**src/hw/lsu_config.svh**
```systemverilog
`ifndef LSU_CONFIG_SVH
`define LSU_CONFIG_SVH

// data memory window

// first byte address of the window
`define LSU_MEM_BASE 32'h8000_0000

// depth in 64-bit words, 256 gives 2 KiB
`define LSU_MEM_WORDS 256

`endif

```
**src/hw/lsu_pkg.sv**
```systemverilog
package lsu_pkg;

  // load functions, funct3 encoding of the rv32 loads
  // S suffix sign-extends, U suffix zero-extends
  typedef enum logic [2:0] {
    LD_BS = 3'b000,
    LD_HS = 3'b001,
    LD_W  = 3'b010,
    LD_BU = 3'b100,
    LD_HU = 3'b101
  } ld_func_t;

  // store functions, funct3 encoding of the rv32 stores
  typedef enum logic [2:0] {
    ST_B = 3'b000,
    ST_H = 3'b001,
    ST_W = 3'b010
  } st_func_t;

  // memory response code
  // only okay and slave error are produced
  typedef enum logic [1:0] {
    RESP_OKAY   = 2'b00,
    RESP_SLVERR = 2'b10
  } mem_resp_t;

endpackage

```
**src/hw/store_unit.sv**
```systemverilog
`timescale 1ns/1ns

module store_unit
  import lsu_pkg::*;
(
  input  logic        clk,
  input  logic        rstn,
  // write request from the core
  input  logic        wreq_valid,
  output logic        wreq_ready,
  input  logic [31:0] waddr,
  input  st_func_t    wfunc,
  input  logic [31:0] wdata,
  // write response to the core
  output logic        wres_valid,
  input  logic        wres_ready,
  output logic        werr,
  // write address phase
  output logic        awvalid,
  output logic [31:0] awaddr,
  input  logic        awready,
  // write data phase
  output logic        wvalid,
  output logic [63:0] mem_wdata,
  output logic [7:0]  wstrb,
  input  logic        wready,
  // write response phase
  input  logic        bvalid,
  input  mem_resp_t   bresp,
  output logic        bready
);

  // phase already handed to the memory, waiting for the response
  logic        aw_sent;
  logic        w_sent;
  // phase still to be handed over for the current request
  logic        aw_owed;
  logic        w_owed;
  logic        aw_hs;
  logic        w_hs;
  logic        b_hs;
  // strobe before the lane shift
  logic [7:0]  base_strb;

  assign aw_hs = awvalid & awready;
  assign w_hs  = wvalid & wready;
  assign b_hs  = bvalid & bready;

  // one, two or four bytes
  always_comb begin
    case (wfunc)
      ST_B:    base_strb = 8'b0000_0001;
      ST_H:    base_strb = 8'b0000_0011;
      default: base_strb = 8'b0000_1111;
    endcase
  end

  // place data and strobe at byte offset within the beat
  // anything pushed past byte 7 falls off
  assign mem_wdata = {32'h0000_0000, wdata} << {waddr[2:0], 3'b000};
  assign wstrb     = base_strb << waddr[2:0];
  // beat-aligned address
  assign awaddr    = {waddr[31:3], 3'b000};

  assign aw_owed = ~aw_sent;
  assign w_owed  = ~w_sent;

  // each phase only offered while still owed
  assign awvalid = wreq_valid & aw_owed;
  assign wvalid  = wreq_valid & w_owed;

  // accept once the last owed phase goes through
  // nothing owed means a response is pending, so hold off
  assign wreq_ready = (aw_owed | w_owed)
                    & (awready | ~aw_owed)
                    & (wready | ~w_owed);

  // phase tracking
  // both phases owed again after the response handshake
  always_ff @(posedge clk) begin
    if (!rstn) begin
      aw_sent <= 1'b0;
      w_sent  <= 1'b0;
    end else if (b_hs) begin
      aw_sent <= 1'b0;
      w_sent  <= 1'b0;
    end else begin
      if (aw_hs) begin
        aw_sent <= 1'b1;
      end
      if (w_hs) begin
        w_sent <= 1'b1;
      end
    end
  end

  // response passes straight through
  assign wres_valid = bvalid;
  assign bready     = wres_ready;
  assign werr       = (bresp == RESP_SLVERR);

endmodule

```
**config.mk**
```make
export PLATFORM = sky130hd
export DESIGN_NAME = store_unit
export DESIGN_NICKNAME = d
export VERILOG_FILES = /design/src/hw/lsu_config.svh /design/src/hw/lsu_pkg.sv /design/src/hw/store_unit.sv
export SDC_FILE = /design/constraint.sdc
export NUM_CORES = 1
export LEC_CHECK = 0
export BUFFER_PORTS_ARGS = -buffer_cell sky130_fd_sc_hd__buf_4
export CAP_MARGIN = 20
export CORE_ASPECT_RATIO = 0.7
export CORE_MARGIN = 2
export CORE_UTILIZATION = 29
export CTS_CLUSTER_DIAMETER = 100
export CTS_CLUSTER_SIZE = 20
export DETAILED_ROUTE_END_ITERATION = 10
export GPL_ROUTABILITY_DRIVEN = 0
export PLACE_DENSITY = 0.77
export SLEW_MARGIN = 20
export SYNTH_ARGS = -nofsm -noshare
export SYNTH_HDL_FRONTEND = slang
export SYNTH_SLANG_ARGS = --single-unit
```
**constraint.sdc**
```tcl
create_clock -name clk -period 2.2 [get_ports clk]
set_clock_uncertainty 0.1 [all_clocks]
set_input_delay 0.66 -clock clk [delete_from_list [all_inputs] [get_ports clk]]
set_output_delay 0.66 -clock clk [all_outputs]
set_load 0.02 [all_outputs]
```
==> impl_metrics.py <==
metrics = {
    "floorplanning": {
        "die_area_sq_um": 5410,
        "core.rowCount": 21,
        "die_h_um": 62.2,
        "io_pins": 186,
        "coreArea_sq_um": 4700,
        "die_x_um": 87.1,
        "start_util_pct": 29.8,
    },
    "clock_network": {
        "clk_path_buf_depth": 2,
        "cts_tree": "built",
        "cts_made_buffers": 3,
        "insertion_delay_ps": 210,
        "root_buffer": "clkbuf_8",
        "cts_sinks": 2,
        "htree_levels": 1,
        "hold_buffers": 0,
        "path_clk_slew_ps": 30,
    },
    "placement": {
        "dp_hpwl_um": 5290,
        "dp_cells": 390,
        "placed_cell_area_sq_um": 3250,
        "io_buffer_count": 124,
    },
    "sta": {
        "max_freq_ghz": 0.396,
        "finalCriticalPeriod_ps": 2520,
        "finalHoldViolations": 0,
        "rsz0062_at_grt": "yes",
        "period_share_pct": 115,
        "setup_viol": 72,
        "maxSlewViolCount": 0,
        "worst_slack_ps": -323,
    },
    "global_routing": {
        "use_met1_pct": 40.4,
        "grt_pass1_wl_um": 14300,
        "grt_max_degree": 13,
        "grt-ovfl-total": 0,
        "antenna_found_initial": 0,
        "grt_usage_pct": 33.9,
        "gr-usage-met3_pct": 6.52,
        "grt_pass1_vias": 2528,
        "met2_usage_pct": 58.8,
        "top_usage_layer": "met2",
    },
    "detailed_routing": {
        "drc_errors": 0,
        "postRouteAntennaNets": 0,
        "avgRoutedWirePerCell_um": 28.2,
        "first_pass_iters": 4,
        "drt_iter0_drc": 218,
        "routed_via_density": 6.20,
        "wl_um": 11800,
        "num_vias": 2590,
    },
    "pwr": {
        "ir_worst_vdd_v": 0.000364,
        "clock_power_share_pct": 10.4,
        "p_sw_mw": 0.657,
        "combPwrFrac_pct": 86.7,
        "seqPwrFrac_pct": 2.9,
        "switching_share_pct": 45.3,
        "power_leakage_nw": 1.84,
        "p_per_area_nw_per_um2": 326,
        "power_mw": 1.45,
        "p_int_mw": 0.792,
    },
    "cells_and_area": {
        "fin_area_sq_um": 4440,
        "stdcell_count": 418,
        "fin_nets": 439,
        "diodes": 0,
        "drive_gt1_share_pct": 90.9,
        "area_growth_pct": 217,
    },
    "synth": {
        "synth-seq-area-share_pct": 2.86,
        "synth-adder-area-share_pct": 0,
        "netlist_instances": 200,
        "synth-seq-cells": 2,
        "syn-cell-area_sq_um": 1400,
        "synth-simple-area-share_pct": 20.4,
        "avgSynthCellArea_sq_um": 7.01,
        "synth_top_area_cell": "mux2i_1",
        "synth_compound_area_share_pct": 31.6,
        "synth_area_leaders": "mux2i_1 (20%), buf_4 (19%), o22ai_1 (9.4%), and2_1 (8.9%), nor2_1 (5.9%)",
        "synth_top_family_by_area": "compound AO/OA/AOI/OAI gates",
        "synthDistinctLibCells": 28,
        "synth-xor-area-share_pct": 0,
        "yosys_warnings": 0,
        "synth_top_area_share_pct": 20.0,
        "muxShareOfSynthArea_pct": 20.0,
    },
    "worst_setup_path": {
        "timing.rr.start": "w_sent",
        "worstPathMaxFanout": 4,
        "crit_path_start_kind": "input pin",
        "r2r_slack_ps": 1280,
        "cp.required_ps": 1440,
        "critPathSlowestCell": "or2_4",
        "crit_start": "waddr[1]",
        "critPathMostFrequentCell": "buf_6",
        "critical_path_class": "input pin to output pin",
        "reg2regPathDepth": 2,
        "cp_slowest_stage_delay_ps": 250,
        "r2r-end": "w_sent",
        "crit_chain": "buf_6 -> buf_6 -> or2_4 -> nor2_4 -> clkbuf_16 -> and2_4 -> buf_6",
        "crit_end": "mem_wdata[7]",
        "arrival_ps": 1760,
        "endpoint_kind": "output pin",
    },
    "outcome": {
        "status": "finished, violations left",
        "violations": "negative setup slack",
    },
    "worst_hold_path": {
        "holdCritPathClass": "register to register",
    },
    "job": {
        "max_cap_violations": 0,
    },
}
through the flow:
step | util [%] | TNS, ps | hold WS, ps | setup slack, ps
2_1_floorplan | - | -1300 | 381 | -75.8
3_3_place_gp | 69.1 | -19340 | 402 | -564
3_5_place_dp | 69.1 | -20590 | 415 | -599
4_1_cts | 87.7 | -12410 | 437 | -269
5_1_grt | 94.5 | -17930 | 593 | -339
6_report | 94.5 | -16650 | 564 | -323
metal layers:
layer	vias to the layer above	share of wire [%]
li1	1023	-
met1	1260	35
met2	234	50
met3	73	8.4
met4	0	6.1
met5	-	0
cell type report:
type / count / area [sq um]
Clock buffer: 3 / 41.3
Sequential cell: 2 / 40.0
Multi-Input combinational cell: 148 / 2050
Tap cell: 57 / 71.3
Inverter: 2 / 20.0
Fill cell: 116 / 259
Timing Repair Buffer: 206 / 2220
cell families (layout without fill, tap and decap cells):
| family | Yosys count | count (layout) |
|---|---|---|
| flip-flops | 2 | 2 |
| AO/OA/AOI/OAI | 61 | 61 |
| buffers and inverters | 52 | 211 |
| AND/OR/NAND/NOR | 56 | 56 |
| other | 1 | 3 |
| multiplexers | 28 | 28 |
power by group through the flow:
| stage | registers [mW] | logic (mW) | clock network [mW] |
|---|---|---|---|
| floorplan | 0.0406 | 0.584 | 0 |
| global placement | 0.0408 | 0.871 | 0 |
| detailed placement | 0.0410 | 0.882 | 0 |
| CTS | 0.0406 | 1.10 | 0.145 |
| global route | 0.0416 | 1.28 | 0.156 |
| finish | 0.0414 | 1.26 | 0.151 |
synth_stat cells:
| cell | count |
|---|---|
| nand2_1 | 3 |
| nor2_2 | 1 |
| mux2i_1 | 28 |
| or2_2 | 2 |
| clkbuf_1 | 5 |
| buf_2 | 8 |
| conb_1 | 1 |
| a2bb2oi_1 | 8 |
| a221o_1 | 1 |
| nor3_1 | 1 |
| o2bb2ai_1 | 6 |
| a211oi_2 | 1 |
| and2_1 | 20 |
| buf_6 | 1 |
| nor2_1 | 22 |
| o21ai_0 | 1 |
| o21a_1 | 1 |
| a22oi_1 | 5 |
| a22o_1 | 3 |
| clkinv_1 | 1 |
| dfxtp_1 | 2 |
| o22ai_1 | 21 |
| buf_4 | 36 |
| inv_2 | 1 |
| a21oi_1 | 6 |
| nand2b_1 | 1 |
| a211oi_1 | 8 |
| nor2b_1 | 6 |
worst max-delay path: cells and delay by family:
kind | cells | cell delay, ps
buf+inv | 4 | 530
simple gates | 3 | 570
cells in the final DEF (no fill, tap or decap), types with 5 or more instances in the layout:
cell       netlist  routed
mux2i_4          0      23
o22ai_4          0      15
buf_12           0      15
a22oi_2          0       5
nor2_4           0      10
o22ai_2          0       5
a211oi_4         0       9
buf_16           0       6
nor2_2           1       7
and2_1          20       6
buf_6            1      85
and2_4           0      14
buf_4           36      95
a2bb2oi_2        0       8
nor2_1          22       6
flip-flops by register name, summed over array words and instances (netlist names):
name     cells
w_sent       1
aw_sent      1
how the worst min path moves through the flow:
| stage | from | to | cells past startpoint |
|---|---|---|---|
| after CTS | w_sent | w_sent | 2 |
| after detailed placement | w_sent | w_sent | 2 |
| after global placement | w_sent | w_sent | 2 |
| after floorplan | aw_sent | aw_sent | 2 |
| after global routing | aw_sent | aw_sent | 2 |
| final | aw_sent | aw_sent | 2 |
repair_timing:
action                                  4_1_cts  5_1_grt
endpoints found under the setup margin       72       72
resized for setup                           144       41
buffers inserted                             12       14
pin swaps                                    52       12
cloned                                        5        0
(Power assumes the default switching activity.)
