==> src/hw/lsu_config.svh <==
`ifndef LSU_CONFIG_SVH
`define LSU_CONFIG_SVH

// data memory window

// first byte address of the window
`define LSU_MEM_BASE 32'h8000_0000

// depth in 64-bit words, 256 gives 2 KiB
`define LSU_MEM_WORDS 256

`endif

==> src/hw/lsu_pkg.sv <==
package lsu_pkg;

  // load functions, funct3 encoding of the rv32 loads
  // S suffix sign-extends, U suffix zero-extends
  typedef enum logic [2:0] {
    LD_BS = 3'b000,
    LD_HS = 3'b001,
    LD_W  = 3'b010,
    LD_BU = 3'b100,
    LD_HU = 3'b101
  } ld_func_t;

  // store functions, funct3 encoding of the rv32 stores
  typedef enum logic [2:0] {
    ST_B = 3'b000,
    ST_H = 3'b001,
    ST_W = 3'b010
  } st_func_t;

  // memory response code
  // only okay and slave error are produced
  typedef enum logic [1:0] {
    RESP_OKAY   = 2'b00,
    RESP_SLVERR = 2'b10
  } mem_resp_t;

endpackage

==> src/hw/load_unit.sv <==
`timescale 1ns/1ns

module load_unit
  import lsu_pkg::*;
(
  input  logic        clk,
  input  logic        rstn,
  // read request from the core
  input  logic        rreq_valid,
  output logic        rreq_ready,
  input  logic [31:0] raddr,
  input  ld_func_t    rfunc,
  // read response to the core
  output logic        rres_valid,
  input  logic        rres_ready,
  output logic [31:0] rdata,
  output logic        rerr,
  // read channel to the memory
  output logic        arvalid,
  output logic [31:0] araddr,
  input  logic        arready,
  input  logic        rvalid,
  input  logic [31:0] mem_rdata,
  input  mem_resp_t   rresp,
  output logic        rready
);

  // lane offset and function of the load in flight
  logic [1:0]  lane_q;
  ld_func_t    func_q;
  logic        ar_hs;
  // returned word moved down to byte lane 0
  logic [31:0] shifted;

  assign ar_hs = rreq_valid & rreq_ready;

  // request side passes straight through
  assign arvalid    = rreq_valid;
  assign rreq_ready = arready;
  // word-aligned read, lane picked on return
  assign araddr     = {raddr[31:2], 2'b00};

  // capture on the request handshake
  // the memory holds off the next request until the response is taken
  always_ff @(posedge clk) begin
    if (!rstn) begin
      lane_q <= 2'b00;
      func_q <= LD_W;
    end else if (ar_hs) begin
      lane_q <= raddr[1:0];
      func_q <= rfunc;
    end
  end

  // right-align, upper lanes fill with zero
  assign shifted = mem_rdata >> {lane_q, 3'b000};

  // sign or zero extension
  always_comb begin
    case (func_q)
      LD_BS:   rdata = {{24{shifted[7]}}, shifted[7:0]};
      LD_BU:   rdata = {24'h00_0000, shifted[7:0]};
      LD_HS:   rdata = {{16{shifted[15]}}, shifted[15:0]};
      LD_HU:   rdata = {16'h0000, shifted[15:0]};
      // LD_W and anything unknown pass the word
      default: rdata = shifted;
    endcase
  end

  // response side passes straight through
  assign rres_valid = rvalid;
  assign rready     = rres_ready;
  // error flag beside the data
  assign rerr       = (rresp == RESP_SLVERR);

endmodule

==> config.mk <==
export PLATFORM = sky130hd
export DESIGN_NAME = load_unit
export DESIGN_NICKNAME = d
export VERILOG_FILES = /design/src/hw/lsu_config.svh /design/src/hw/lsu_pkg.sv /design/src/hw/load_unit.sv
export SDC_FILE = /design/constraint.sdc
export NUM_CORES = 1
export LEC_CHECK = 0
export BUFFER_PORTS_ARGS = -buffer_cell sky130_fd_sc_hd__buf_2
export CORE_MARGIN = 3
export CORE_UTILIZATION = 35
export CTS_CLUSTER_DIAMETER = 80
export DETAILED_ROUTE_END_ITERATION = 6
export PLACE_DENSITY_LB_ADDON = 0.25
export SETUP_SLACK_MARGIN = 0.05
export SLEW_MARGIN = 10
export SYNTH_ARGS = -nofsm -noshare
export SYNTH_HDL_FRONTEND = slang
export SYNTH_SLANG_ARGS = --single-unit
export TNS_END_PERCENT = 10
==> constraint.sdc <==
create_clock -name clk -period 1.9 [get_ports clk]
set_input_delay 0.095 -clock clk [delete_from_list [all_inputs] [get_ports clk]]
set_output_delay 0.095 -clock clk [all_outputs]
set_load 0.005 [all_outputs]
==> metrics.txt <==
# TYPE chip_impl_metric gauge
chip_impl_metric{name="cts_max_level",unit=""} 1
chip_impl_metric{name="total_power",unit="mW"} 0.5992
chip_impl_metric{name="final.fill_count",unit=""} 360
chip_impl_metric{name="total_leakage_power",unit="nW"} 0.6982
chip_impl_metric{name="clk_pin_slew",unit="ns"} 0.04
chip_impl_metric{name="grt_first_pass_wirelength",unit="um"} 5133
chip_impl_metric{name="smallest_hold_slack",unit="ns"} 0.06065
chip_impl_metric{name="clockBufferDepth",unit=""} 2
chip_impl_info{name="reg2reg_to",value="lane_q[0]"} 1
chip_impl_metric{name="crit_fanout",unit=""} 6
chip_impl_metric{name="relSlewSlack",unit=""} 0.6325
chip_impl_metric{name="placeableCoreArea",unit="um^2"} 3103
chip_impl_metric{name="final.min_clock_period",unit="ns"} 1.759
chip_impl_metric{name="area_grow_syn2layout",unit="%"} 23.70
chip_impl_metric{name="drt_pass1_iterations",unit=""} 5
chip_impl_metric{name="pwr_density_cell",unit="nW/um^2"} 419.0
chip_impl_metric{name="total_wirelength",unit="um"} 3269
chip_impl_metric{name="maxCapViolations",unit=""} 0
chip_impl_info{name="rsz_0062_raised_after_global_routing",value="yes"} 1
chip_impl_metric{name="design.die.area",unit="um^2"} 4029
chip_impl_metric{name="cp_data_arrival_time",unit="ns"} 1.66
chip_impl_metric{name="vias_in_the_first_global_route",unit=""} 1137
chip_impl_metric{name="drt_first_iter_violations",unit=""} 60
chip_impl_metric{name="fraction_of_layout_instances_using_a_drive_strength_above_1",unit=""} 0.4764
chip_impl_metric{name="r2r_setup_slack",unit="ns"} 0.97
chip_impl_metric{name="numPlacedInstances",unit=""} 248
chip_impl_info{name="layout_commonest_cell",value="buf_2"} 1
chip_impl_metric{name="slew_violations",unit=""} 0
chip_impl_info{name="critPathLaunch",value="lane_q[0]"} 1
chip_impl_metric{name="ys_warn_count",unit=""} 0
chip_impl_metric{name="worstHoldPathCells",unit=""} 2
chip_impl_metric{name="clock_insertion_delay_at_the_later_pin_of_the_skew_report",unit="ns"} 0.24
chip_impl_metric{name="initial_antenna_violation_count",unit=""} 0
chip_impl_info{name="holdCritPathClass",value="input port to flop"} 1
chip_impl_metric{name="period_share",unit=""} 0.9260
chip_impl_metric{name="die_width",unit="um"} 63.48
chip_impl_info{name="min_to",value="func_q[1]"} 1
chip_impl_metric{name="drc_errors",unit=""} 0
chip_impl_info{name="crit_end_category",value="output pin"} 1
chip_impl_metric{name="layout.nets",unit=""} 288
chip_impl_info{name="cts_tree",value="done"} 1
chip_impl_metric{name="synth-seq-cells",unit=""} 5
chip_impl_metric{name="clkSinkCount",unit=""} 5
chip_impl_metric{name="routability_congestion_estimate",unit=""} 0.8670
chip_impl_metric{name="maxClockFrequency",unit="MHz"} 568.4
chip_impl_metric{name="irDropWorstVdd",unit="mV"} 0.2741
chip_impl_metric{name="initial_core_util",unit=""} 0.3726
chip_impl_metric{name="cts_made_buffers",unit=""} 3
chip_impl_metric{name="route.detailed.wl_per_inst",unit="um"} 12.77
chip_impl_metric{name="tot_gr_track_use",unit=""} 0.1540
chip_impl_metric{name="worst_r2r_path_depth",unit=""} 3
chip_impl_metric{name="grt_start_max_net_pins",unit=""} 32
chip_impl_metric{name="core.rowCount",unit=""} 20
chip_impl_metric{name="total_neg_setup_slack",unit="ns"} 0
chip_impl_info{name="final_cell_mix",value="buf_2, nand2_1, mux2i_1"} 1
chip_impl_info{name="status",value="finished, final reports clean"} 1
chip_impl_info{name="kind_of_launch_point_of_the_worst_setup_path",value="flop"} 1
chip_impl_metric{name="synth.yosys.seq_area_share",unit=""} 0.08658
chip_impl_metric{name="avgSynthCellArea",unit="um^2"} 6.965
chip_impl_metric{name="syn_area",unit="um^2"} 1156
chip_impl_metric{name="final-setup-viol-count",unit=""} 0
chip_impl_metric{name="yosysUniqueCellTypes",unit=""} 23
chip_impl_metric{name="place_hpwl",unit="um"} 2540
chip_impl_info{name="hp-start",value="rstn"} 1
chip_impl_metric{name="setup_slack",unit="ns"} 0.1405
chip_impl_metric{name="die_y",unit="um"} 63.48
chip_impl_metric{name="drt.antenna.violating_nets",unit=""} 0
chip_impl_metric{name="n_antenna_cell",unit=""} 0
chip_impl_metric{name="port_buffers",unit=""} 77
chip_impl_metric{name="cts.hold.buffers_added",unit=""} 0
chip_impl_metric{name="syn_inst",unit=""} 166
chip_impl_metric{name="ios",unit=""} 144
chip_impl_metric{name="post_layout_nonfiller_instances",unit=""} 256
chip_impl_info{name="r2r_start",value="lane_q[0]"} 1
chip_impl_metric{name="gr-total-overflow",unit=""} 0
chip_impl_info{name="timing.setup.critical_path_class",value="flop to output pin"} 1
chip_impl_metric{name="worst_ep_required_time",unit="ns"} 1.80
chip_impl_metric{name="timing.clock.skew",unit="ns"} 0
chip_impl_metric{name="post_drt_via_cell_ratio",unit=""} 4.789
chip_impl_info{name="ctsRootBufferMaster",value="clkbuf_4"} 1
chip_impl_metric{name="dr_total_vias",unit=""} 1226
chip_impl_metric{name="tightestPinTransition",unit="ns"} 0.5501
chip_impl_metric{name="final_hold_viol_count",unit=""} 0
chip_impl_metric{name="preCtsSetupSlack",unit="ns"} 0.2689
[layer usage]
layer	share of wire	up-vias	global-route usage
met5	0	-	0
met4	0.019	0	0.05391
met3	0.11	14	0.06774
met2	0.45	72	0.2386
met1	0.43	515	0.1882
li1	-	625	-
[worst max-delay path, stage by stage (launching register included)]
cell       delay (ns)
dfxtp_4          0.39
mux2i_2          0.25
mux2i_1          0.11
o211ai_2         0.21
buf_4            0.16
clkbuf_16        0.13
o21ai_2          0.04
buf_2            0.13
[cell usage after synthesis]
master,instances,share of area
nand2_1,22,0.071
nand2b_2,1,0.0076
nand2b_4,1,0.012
inv_1,1,0.0032
buf_6,2,0.019
buf_2,5,0.022
nor2b_1,9,0.049
clkbuf_1,2,0.0065
a21boi_0,4,0.026
conb_1,1,0.0032
o21ai_0,6,0.026
a211oi_1,14,0.091
mux2i_1,20,0.17
a21oi_1,7,0.030
buf_4,36,0.23
nand3b_1,1,0.0065
dfxtp_1,5,0.087
a21boi_2,1,0.0097
nor2_1,18,0.058
a311oi_2,1,0.013
o211ai_2,1,0.011
nand3_1,6,0.026
o21ai_2,2,0.015
[through the flow]
stage | area [um^2] | utilization
final | 1430 | 0.4609
after global placement | 1338 | 0.4310
after floorplan | 1160 | -
after detailed placement | 1338 | 0.4310
after global routing | 1430 | 0.4609
after CTS | 1371 | 0.4419
[logic make-up (layout without fill, tap and decap cells)]
| family | count (synthesis) | in the layout | synth area share |
|---|---|---|---|
| AO/OA/AOI/OAI | 36 | 36 | 0.2219 |
| buffers and inverters | 46 | 91 | 0.2846 |
| flip-flops | 5 | 5 | 0.08658 |
| multiplexers | 20 | 20 | 0.1732 |
| other | 1 | 2 | 0.003244 |
| AND/OR/NAND/NOR | 58 | 58 | 0.2305 |
[how the worst max path moves through the flow]
| stage | end | depth (start not counted) |
|---|---|---|
| finish | rdata[18] | 7 |
| detailed placement | rdata[14] | 5 |
| global placement | rdata[9] | 5 |
| CTS | rdata[22] | 6 |
| global route | rdata[22] | 7 |
| floorplan | rdata[24] | 6 |
[report_power, final]
group / switching (mW) / leakage, nW / internal (mW) / total, mW
clock network: 0.0465 / 0.0150 / 0.0796 / 0.126
registers: 0.00859 / 0.0421 / 0.110 / 0.119
logic: 0.173 / 0.641 / 0.181 / 0.354
total: 0.228 / 0.698 / 0.371 / 0.599
[what timing repair did]
action                                  4_1_cts  5_1_grt
buffers inserted                              1        2
endpoints found under the setup margin       11       24
resized for setup                             0        7
cloned                                        0        1
pin swaps                                     1        1
[flip-flops by register name (all words and copies together), names as in the netlist]
signal / flops
lane_q: 2
func_q: 3
[cell type report]
| type | instances | area, um^2 | share of cell area |
|---|---|---|---|
| flip-flops and latches | 5 | 105.1 | 0.07349 |
| multi-input cells | 116 | 740.7 | 0.5179 |
| inverters | 1 | 3.754 | 0.002625 |
| well taps | 44 | 55.05 | 0.03850 |
| clock buffers | 4 | 26.28 | 0.01837 |
| repair buffers | 86 | 499.2 | 0.3491 |
Power figures use the tool's default switching activity.
